===== config.mk =====
export PLATFORM = sky130hd
export DESIGN_NAME = inputMux
export DESIGN_NICKNAME = d
export VERILOG_FILES = /design/src/inputMuxPkg.sv /design/src/srcDecode.sv /design/src/sysRegView.sv /design/src/inputSelect.sv /design/src/inputMux.sv
export SDC_FILE = /design/constraint.sdc
export NUM_CORES = 1
export LEC_CHECK = 0
export ABC_AREA = 1
export BUFFER_PORTS_ARGS = -buffer_cell sky130_fd_sc_hd__buf_4
export CORE_AREA = 5 5 63 93
export DETAILED_ROUTE_END_ITERATION = 7
export DIE_AREA = 0 0 68 98
export GPL_TIMING_DRIVEN = 0
export PLACE_DENSITY_LB_ADDON = 0.25
export SETUP_SLACK_MARGIN = 0.3
export SYNTH_ARGS = -nofsm -noshare
export SYNTH_HDL_FRONTEND = slang
export SYNTH_SLANG_ARGS = --single-unit

===== constraint.sdc =====
create_clock -name clk -period 1.7 [get_ports clk]
set_input_delay 0.34 -clock clk [delete_from_list [all_inputs] [get_ports clk]]
set_output_delay 0.34 -clock clk [all_outputs]
set_load 0.03 [all_outputs]

===== src/inputMuxPkg.sv =====
// shared word and field types, source select enum and system register address codes
package inputMuxPkg;

    // one data word as seen by the core
    typedef logic [31:0] word_t;      // sram data, muldiv register, sysreg word and rDee

    // address field that picks a system register
    typedef logic [2:0] sysRegAdr_t;

    // lowest address bit of the system register field
    localparam int SYSREG_LSB = 27;   // field occupies adr[29:27]

    // field codes below 5 go out on the external bus
    localparam sysRegAdr_t SYSREG_MIP     = 3'd5; // pending interrupts
    localparam sysRegAdr_t SYSREG_MIE     = 3'd6; // interrupt enables
    localparam sysRegAdr_t SYSREG_MSTATUS = 3'd7; // global enable and its saved copy

    // source that feeds rDee in the current cycle
    typedef enum logic [1:0] {
        SRC_SRAM,   // default when nothing else claims the cycle
        SRC_BUS,    // strobed access outside the system registers
        SRC_MULDIV, // multiply/divide result readout
        SRC_SYSREG  // read-only view of mip, mie or mstatus
    } srcSel_t;

    // the three codes that address a system register
    //   5 selects mip
    //   6 selects mie
    //   7 selects mstatus
    // any other code is left to the bus and its own acknowledge

endpackage


===== src/srcDecode.sv =====
// source decode with system register acknowledge and address field extraction
`timescale 1ns/1ps

module srcDecode import inputMuxPkg::*; (
    input  logic       stb,       // bus strobe from the core
    input  word_t      adr,       // full bus address
    input  logic       clrM,      // muldiv control
    input  logic       ceM,       // muldiv control
    output srcSel_t    sel,       // chosen source for this cycle
    output logic       sysRegAck, // same cycle ack for mip, mie and mstatus
    output sysRegAdr_t sysRegAdr  // field handed to the register view
);

    logic isSysReg;  // field hits one of the three system registers
    logic readM;     // muldiv result is being read

    // pull the register field out of the address
    assign sysRegAdr = adr[SYSREG_LSB +: $bits(sysRegAdr_t)];

    // codes 5 to 7 are system registers
    always_comb begin
        isSysReg = 1'b0;
        if (sysRegAdr == SYSREG_MIP ||
            sysRegAdr == SYSREG_MIE ||
            sysRegAdr == SYSREG_MSTATUS) begin
            isSysReg = 1'b1;
        end
    end

    // ack is combinational and needs the strobe
    assign sysRegAck = stb & isSysReg;

    // clrM and ceM together mean the M register is shifted out
    assign readM = clrM & ceM;

    // priority order
    // strobed sysreg beats strobed bus beats muldiv beats sram
    always_comb begin
        if (stb && isSysReg) begin
            sel = SRC_SYSREG;  // internal register, no bus cycle
        end else if (stb) begin
            sel = SRC_BUS;     // external device answers
        end else if (readM) begin
            sel = SRC_MULDIV;  // muldiv result
        end else begin
            sel = SRC_SRAM;    // sram read data otherwise
        end
    end

    // the bus side acks codes 0 to 4 on its own
    // so nothing here looks at those codes beyond steering the mux

    // no state in this block
    // sel and sysRegAck settle in the same cycle as stb and adr
    // so a system register read completes without any wait state

endmodule


===== src/sysRegView.sv =====
// read word assembly for mip, mie and mstatus from the interrupt flag bits
`timescale 1ns/1ps

module sysRegView import inputMuxPkg::*; (
    input  sysRegAdr_t sysRegAdr,   // register field from decode
    input  logic       mie,         // mstatus global interrupt enable
    input  logic       mpie,        // mstatus previous enable
    input  logic       meie,        // external interrupt enable
    input  logic       msie,        // software interrupt enable
    input  logic       mtie,        // timer interrupt enable
    input  logic       mtimeincie,  // time increment interrupt enable
    input  logic       mrinstretie, // retired instruction interrupt enable
    input  logic       meip,        // external interrupt pending
    input  logic       msip,        // software interrupt pending
    input  logic       mtip,        // timer interrupt pending
    input  logic       mtimeincip,  // time increment interrupt pending
    input  logic       mrinstretip, // retired instruction interrupt pending
    output word_t      sysRegWord   // assembled read value
);

    // only bits 17, 16, 12, 11, 7 and 3 can ever be set
    always_comb begin
        sysRegWord = '0;  // unlisted bits read zero
        case (sysRegAdr)
            SYSREG_MIP: begin
                sysRegWord[17] = mrinstretip; // custom pending bit
                sysRegWord[16] = mtimeincip;  // custom pending bit
                sysRegWord[11] = meip;
                sysRegWord[7]  = mtip;
                sysRegWord[3]  = msip;
            end
            SYSREG_MIE: begin
                // enables share the bit positions of the pending flags
                sysRegWord[17] = mrinstretie;
                sysRegWord[16] = mtimeincie;
                sysRegWord[11] = meie;
                sysRegWord[7]  = mtie;
                sysRegWord[3]  = msie;
            end
            SYSREG_MSTATUS: begin
                sysRegWord[12] = 1'b1;  // mpp hardwired to machine mode
                sysRegWord[11] = 1'b1;
                sysRegWord[7]  = mpie;
                sysRegWord[3]  = mie;
            end
            default: begin
                sysRegWord = '0;  // bus codes, value not used
            end
        endcase
    end

    // purely combinational
    // the select block registers the word together with the other sources

endmodule


===== src/inputSelect.sv =====
// four way source mux with zero extension of the bus and the rDee result register
`timescale 1ns/1ps

module inputSelect import inputMuxPkg::*; #(
    parameter int IWIDTH = 32  // external bus width, 1 to 32
) (
    input  logic              clk,
    input  logic              reset,
    input  logic              coreRunning, // load enable, low stalls rDee
    input  srcSel_t           sel,         // source from decode
    input  logic [IWIDTH-1:0] datI,        // external data bus
    input  word_t             sramData,    // sram read data
    input  word_t             mulDivReg,   // muldiv result register
    input  word_t             sysRegWord,  // mip, mie or mstatus view
    output word_t             rDee         // registered result
);

    word_t busWord;  // datI widened to a full word
    word_t nextDee;  // mux output ahead of the register

    // narrow bus gets zeros on top
    assign busWord = word_t'(datI);

    // no assumption about datI when idle
    // so each source gets its own full leg
    always_comb begin
        case (sel)
            SRC_BUS: begin
                nextDee = busWord;
            end
            SRC_MULDIV: begin
                nextDee = mulDivReg;
            end
            SRC_SYSREG: begin
                nextDee = sysRegWord;  // unused bits already zero
            end
            default: begin
                nextDee = sramData;    // SRC_SRAM
            end
        endcase
    end

    // one cycle latency
    // the word is captured only while the core runs
    always_ff @(posedge clk) begin
        if (reset) begin
            rDee <= '0;
        end else if (coreRunning) begin
            rDee <= nextDee;
        end
        // otherwise hold, this is the stall path
    end

    // rDee feeds the core datapath directly
    // so the register is the only timing stage of the whole input mux

endmodule


===== src/inputMux.sv =====
// top level of the input mux with decode, system register view and select
`timescale 1ns/1ps

module inputMux import inputMuxPkg::*; #(
    parameter int IWIDTH = 32  // external bus width, passed to the select block
) (
    input  logic              clk,
    input  logic              reset,
    input  logic              stb,         // bus strobe
    input  word_t             adr,         // bus address
    input  logic              clrM,        // muldiv readout control
    input  logic              ceM,         // muldiv readout control
    input  logic              coreRunning, // rDee loads only while high
    input  logic [IWIDTH-1:0] datI,        // external data in
    input  word_t             sramData,    // sram read data
    input  word_t             mulDivReg,   // muldiv result
    input  logic              mie,         // mstatus
    input  logic              mpie,        // mstatus
    input  logic              meie,
    input  logic              msie,
    input  logic              mtie,
    input  logic              mtimeincie,
    input  logic              mrinstretie,
    input  logic              meip,
    input  logic              msip,
    input  logic              mtip,
    input  logic              mtimeincip,
    input  logic              mrinstretip,
    output word_t             rDee,        // registered input word
    output logic              sysRegAck    // combinational sysreg ack
);

    srcSel_t    sel;         // chosen source
    sysRegAdr_t sysRegAdr;   // register field
    word_t      sysRegWord;  // assembled register view

    // address and strobe are examined only here
    srcDecode u_srcDecode (
        .stb       (stb),
        .adr       (adr),
        .clrM      (clrM),
        .ceM       (ceM),
        .sel       (sel),
        .sysRegAck (sysRegAck),
        .sysRegAdr (sysRegAdr)
    );

    sysRegView u_sysRegView (
        .sysRegAdr   (sysRegAdr),
        .mie         (mie),
        .mpie        (mpie),
        .meie        (meie),
        .msie        (msie),
        .mtie        (mtie),
        .mtimeincie  (mtimeincie),
        .mrinstretie (mrinstretie),
        .meip        (meip),
        .msip        (msip),
        .mtip        (mtip),
        .mtimeincip  (mtimeincip),
        .mrinstretip (mrinstretip),
        .sysRegWord  (sysRegWord)
    );

    // mux and result register
    inputSelect #(
        .IWIDTH (IWIDTH)
    ) u_inputSelect (
        .clk         (clk),
        .reset       (reset),
        .coreRunning (coreRunning),
        .sel         (sel),
        .datI        (datI),
        .sramData    (sramData),
        .mulDivReg   (mulDivReg),
        .sysRegWord  (sysRegWord),
        .rDee        (rDee)
    );

endmodule


==> results of run 1 <==
-- per-layer routing --
layer  global-route usage (%)  part of all wire, %  vias to the layer above
met4                    7.810                  1.9                        0
met1                    21.18                   35                     1103
li1                         -                    -                     1286
met3                    4.028                  8.8                       10
met2                    38.71                   54                      103
met5                        0                    0                        -
-- Yosys cell counts --
master / count / share of area (%)
nor2_4: 1 / 0.59
nand4_1: 4 / 1.3
and3_1: 1 / 0.33
buf_4: 4 / 1.6
a21oi_1: 32 / 8.5
inv_2: 2 / 0.40
buf_2: 2 / 0.53
clkbuf_1: 8 / 1.6
inv_1: 39 / 7.7
buf_6: 1 / 0.59
nor2_2: 1 / 0.33
nand3_1: 2 / 0.53
o21bai_1: 1 / 0.40
nand2_1: 64 / 13
nand2_4: 2 / 1.2
nor2_1: 33 / 6.5
nand3_4: 1 / 0.92
dfxtp_1: 32 / 34
nand2_2: 1 / 0.33
o21a_1: 3 / 1.2
a21oi_4: 1 / 0.86
a31oi_1: 26 / 8.6
o21ai_0: 36 / 9.5
-- layout make-up --
type	instances	area (um2)	share of cell area [%]
Timing Repair Buffer	149	1119	35.02
Multi-Input combinational cell	209	1018	31.88
Sequential cell	32	640.6	20.05
Inverter	41	153.9	4.818
Clock buffer	7	96.34	3.016
Tap cell	68	85.08	2.664
Buffer	15	81.33	2.546
-- stage by stage --
| step | power (mW) | cells | setup slack (ns) |
|---|---|---|---|
| floorplan | 1.179 | 297 | 0.5634 |
| global placement | 1.536 | 514 | 0.1843 |
| detailed placement | 1.548 | 514 | 0.1599 |
| CTS | 2.174 | 521 | 0.3656 |
| global route | 2.260 | 521 | 0.3174 |
| finish | 2.146 | 521 | 0.3691 |
-- logic make-up (layout without fill, tap and decap cells) --
logic type	count (synthesis)	count (layout)
AOI/OAI and AO/OA	99	99
buffers and inverters	56	212
DFF	32	32
and+or+nand+nor	110	110
-- report_power, final --
group          internal, mW  total [mW]  leakage (nW)  switching (mW)
sequential            0.805       0.829         0.265          0.0239
clock                 0.360       0.619        0.0503           0.259
combinational         0.336       0.698          1.36           0.362
-- final timing paths --
| kind | start | endpoint | slack [ns] | cells past startpoint |
|---|---|---|---|---|
| setup reg to reg | u_inputSelect.rDee[13]$_SDFFE_PP0P_ | u_inputSelect.rDee[13]$_SDFFE_PP0P_ | 1.02 | 2 |
| setup / recovery | adr[29] | sysRegAck | 0.37 | 4 |
| hold / removal | reset | u_inputSelect.rDee[17]$_SDFFE_PP0P_ | 0.27 | 2 |
| hold reg to reg | u_inputSelect.rDee[17]$_SDFFE_PP0P_ | u_inputSelect.rDee[17]$_SDFFE_PP0P_ | 0.46 | 2 |
-- critical path, cell delays in order --
cell and delay (ns):
buf_4 0.14, nand2_4 0.10, a21oi_4 0.22, buf_4 0.20
==> results.json, run 1 <==
{
  "status": "finished, final reports clean",
  "ctsHoldBuffers": 0,
  "port_buffers": 149,
  "dp_hpwl_mm": 5.761,
  "setup_tns_ns": 0,
  "cts_buffers": 5,
  "die_h_um": 98,
  "htreeDepth": 2,
  "whs_ns": 0.2666,
  "cts-root-buf": "clkbuf_8",
  "ant_nets": 0,
  "rsz0062_at_grt": "false",
  "yosys.area_share.simple_pct": 24.77,
  "grt_pass1_wl_mm": 10.82,
  "reg.largest.list": "u_inputSelect.rDee: 32 flops",
  "synth.avg_cell_area_um2": 6.378,
  "rows": 32,
  "stdcell_area_um2": 3194,
  "end_kind": "output pin",
  "grt-ovfl-total": 0,
  "yosysUniqueCellTypes": 23,
  "period_needed_ns": 1.331,
  "remaining_drc_errors": 0,
  "synth_seq_cells": 32,
  "firstDrtPassIters": 4,
  "required_ns": 1.36,
  "die_x_um": 68,
  "cts_setup_buffers": 0,
  "p_per_area_nw_per_um2": 671.8,
  "detail_route.wirelength_mm": 7.029,
  "cts_tree": "yes",
  "antenna_found_initial": 0,
  "largest_reg_flops": 32,
  "synth_area_um2": 1894,
  "drv_cap": 0,
  "finalHoldViolCount": 0,
  "fill_cells": 483,
  "post_cts_resized": 0,
  "synth_compound_area_share_pct": 29.00,
  "antenna_cells": 0,
  "leakagePower_nw": 1.671,
  "cp-start-kind": "primary input",
  "drive_above_1_share_pct": 37.97,
  "drt_iter0_drc": 124,
  "synthXorXnorAreaFrac_pct": 0,
  "synth_top_family_by_area": "compound AO/OA/AOI/OAI gates",
  "timing.fmax_mhz": 751.4,
  "post-route-period-util_pct": 78.29,
  "syn_inst": 297,
  "grt_pass1_vias": 2400,
  "final_cell_mix": "buf_4 (153), nand2_1 (64), inv_1 (39)",
  "clk_latency_ns": 0.27,
  "cts_buffer_depth": 2,
  "ioPinCount": 179,
  "routed-via-count": 2502,
  "track_usage_pct": 20.59,
  "relSlewSlack_pct": 67.25,
  "vdd_ir_drop_max_v": 0.0003356,
  "arrival_ns": 0.99,
  "utilization_pct": 63.82,
  "clk_pin_slew_ns": 0.06,
  "coreArea_um2": 5005,
  "finalSetupViolCount": 0,
  "clock-sinks": 32,
  "top_register": "u_inputSelect.rDee",
  "tightestPinTransition_ns": 0.4913,
  "grt_start_max_net_pins": 11,
  "worst-setup-path-type": "in -> out",
  "mostFrequentLayoutCell": "buf_4",
  "drv_slew": 0,
  "finClkSkew_ns": 0,
  "synth_mux_area_share_pct": 0,
  "hp-class": "in -> reg",
  "syn_nets": 443,
  "viasPerCell": 4.802,
  "post_dp_cell_area_um2": 3098,
  "dieArea_um2": 6664,
  "area_delta_synth_final_pct": 68.63,
  "synthAdderAreaFrac_pct": 0,
  "ys_seq_area_share_pct": 33.82,
  "place_congestion": 0.8786,
  "synth_warnings": 0,
  "cp_max_fo": 6,
  "layout.nets": 599,
  "drt-wirelength-per-cell_um": 13.49,
  "initial_utilization_pct": 37.85
}
(Power assumes the default switching activity.)
==> inputs of run 2 (changes only) <==
Settings changed: ABC_AREA 1 to 0, CORE_AREA 5 5 63 93 to 5 5 68 101, DIE_AREA 0 0 68 98 to 0 0 73 106.
Clock period 1.7 ns to 1.1 ns, I/O delays scaled along.
==> results.json, run 2 <==
{
  "status": "finished, final reports clean",
  "r2r-start": "u_inputSelect.rDee[4]$_SDFFE_PP0P_",
  "gr-usage-met3_pct": 4.730,
  "largest_reg_flops": 32,
  "p_total_mw": 3.855,
  "layout.nets": 609,
  "gr-max-usage-layer": "met2",
  "coreArea_um2": 5956,
  "synth-edff-count": 0,
  "hp-start": "datI[4]",
  "finalSetupViolCount": 0,
  "cts_buffer_depth": 2,
  "grtUsageMet2_pct": 40.40,
  "port_buffers": 149,
  "rows": 35,
  "grt_use_met1_pct": 20.67,
  "crit_chain": "buf_12 > o21ai_4 > and2_4 > buf_8 > buf_6 > buf_6 > nand2_1 > a31oi_1",
  "hold_path_depth": 3,
  "mostFrequentLayoutCell": "buf_4",
  "critPathMostFrequentCell": "buf_6",
  "reg.largest.list": "u_inputSelect.rDee: 32 flops",
  "vdd_ir_drop_max_v": 0.0005074,
  "cts_tree": "yes",
  "initial_utilization_pct": 31.93,
  "drv_slew": 0,
  "reg2reg_depth": 6,
  "synth.most_common_cell": "nor2_1",
  "finalHoldViolCount": 0,
  "dp_cells": 501,
  "top_register": "u_inputSelect.rDee",
  "synth_seq_cells": 32,
  "critPathTopFamily": "buffers and inverters",
  "final_cells": 537,
  "worstReg2RegEnd": "u_inputSelect.rDee[4]$_SDFFE_PP0P_",
  "rsz0062_at_grt": "true",
  "ys_seq_area_share_pct": 33.68,
  "cts-root-buf": "clkbuf_8",
  "final_cell_mix": "buf_4 (132), buf_6 (49), nor2_1 (48)",
  "grt_pass1_wl_mm": 12.79,
  "routed-via-count": 2743,
  "clk_pin_slew_ns": 0.07,
  "track_usage_pct": 21.09,
  "cp_max_fo": 6,
  "die_h_um": 106,
  "remaining_drc_errors": 0,
  "synth_area_um2": 1902,
  "cp-startpoint": "adr[27]",
  "relSlewSlack_pct": 74.48,
  "grt-ovfl-total": 0,
  "die_x_um": 73,
  "dieArea_um2": 7738,
  "period_needed_ns": 0.9964,
  "post-route-period-util_pct": 90.58,
  "drt-wirelength-per-cell_um": 16.18,
  "p_per_area_nw_per_um2": 936.5,
  "crit_buf_inv": 4,
  "antenna_cells": 0,
  "synthTopCellsByCount": "nor2_1 (57), o21ai_0 (37), nand2_1 (36), dfxtp_1 (32), a31oi_1 (27)",
  "grt_pass1_vias": 2733,
  "synth_warnings": 0,
  "clock-sinks": 32,
  "ioPinCount": 179,
  "clk_latency_ns": 0.28,
  "finClkSkew_ns": 0,
  "synth_top_cell_by_area": "dfxtp_1",
  "leakagePower_nw": 1.877,
  "syn_nets": 424,
  "area_delta_synth_final_pct": 116.4,
  "syn_inst": 278,
  "hp-class": "in -> reg",
  "end_kind": "register",
  "synth-main-ff-cell": "dfxtp_1",
  "synthTopCellsByArea": "dfxtp_1 (34%), nor2_1 (11%), o21bai_1 (10%)",
  "antenna_found_initial": 0,
  "htreeDepth": 2,
  "synth.avg_cell_area_um2": 6.841,
  "tightestPinTransition_ns": 0.3827,
  "cp_slowest_cell": "and2_4",
  "synthArstFlopShare_pct": 0,
  "ant_nets": 0,
  "drive_above_1_share_pct": 65.23,
  "firstDrtPassIters": 4,
  "drt_iter0_drc": 99,
  "arrival_ns": 1.19,
  "ctsHoldBuffers": 0,
  "detail_route.wirelength_mm": 8.687,
  "min_to": "u_inputSelect.rDee[4]$_SDFFE_PP0P_",
  "yosysTopAreaCellShare_pct": 33.68,
  "cts_buffers": 5,
  "drv_cap": 0,
  "place_congestion": 0.8243,
  "yosysUniqueCellTypes": 25,
  "reg2reg_slack_ns": 0.19,
  "grt_start_max_net_pins": 11,
  "dp_hpwl_mm": 6.013,
  "cp-start-kind": "primary input",
  "timing.fmax_mhz": 1004,
  "worst-setup-path-type": "in -> reg",
  "cpPeakStageDelay_ns": 0.17,
  "viasPerCell": 5.108,
  "required_ns": 1.29
}
## run 2: cell type report
class,instances,area (um2)
Clock buffer,7,96.34
Inverter,5,18.77
Timing Repair Buffer,178,1565
Multi-Input combinational cell,216,1390
Tap cell,74,92.59
Fill cell,495,1839
Sequential cell,32,680.7
Buffer,25,272.8
## run 2: worst max path at each step
stage,end,depth (start not counted)
5_1_grt,u_inputSelect.rDee[6]$_SDFFE_PP0P_,8
4_1_cts,rDee[16],1
2_1_floorplan,u_inputSelect.rDee[12]$_SDFFE_PP0P_,5
3_5_place_dp,u_inputSelect.rDee[21]$_SDFFE_PP0P_,6
3_3_place_gp,u_inputSelect.rDee[0]$_SDFFE_PP0P_,6
6_report,u_inputSelect.rDee[6]$_SDFFE_PP0P_,8
## run 2: where the power goes
group          internal, mW  switching, mW  total, mW
sequential             1.27         0.0617       1.33
combinational         0.836          0.711       1.55
clock                 0.557          0.422      0.980
## run 2: cells by family (layout without fill, tap and decap cells)
logic type / after synthesis / after routing / synth area share [%]
flops: 32 / 32 / 33.68
simple gates: 105 / 105 / 22.76
compound gates: 109 / 109 / 35.26
mux: 2 / 2 / 1.053
buf+inv: 30 / 215 / 7.236
## run 2: tightest hold or removal path, delay by kind of cell
family / cells / cell delay (ns)
AOI/OAI and AO/OA: 1 / 0.06
and+or+nand+nor: 1 / 0.04
buffers and inverters: 1 / 0.11
## run 2: metal layers
layer / wire length [um] / up-vias
met5: 0 / -
met4: 163 / 0
met3: 631 / 10
met2: 4996 / 112
met1: 2895 / 1286
li1: - / 1335
## run 2: through the flow
stage	setup TNS [ns]	hold slack, ns	setup WS [ns]	utilization (%)	cell area [um2]
final	0	0.1870	0.1036	69.12	4116
after global routing	0	0.1761	0.04353	69.12	4116
after CTS	0	0.1800	0.1209	64.37	3834
after detailed placement	-7.675	0.4461	-0.3092	53.68	3197
after global placement	-7.448	0.4368	-0.3026	53.68	3197
after floorplan	-0.003289	0.3696	-0.003289	-	1986
## run 2: timing repair
action | in CTS | in global routing
setup buffers | 16 | 9
resized for setup | 127 | 62
setup endpoints to repair | 65 | 65
pin swaps | 20 | 24
gates cloned | 4 | 0
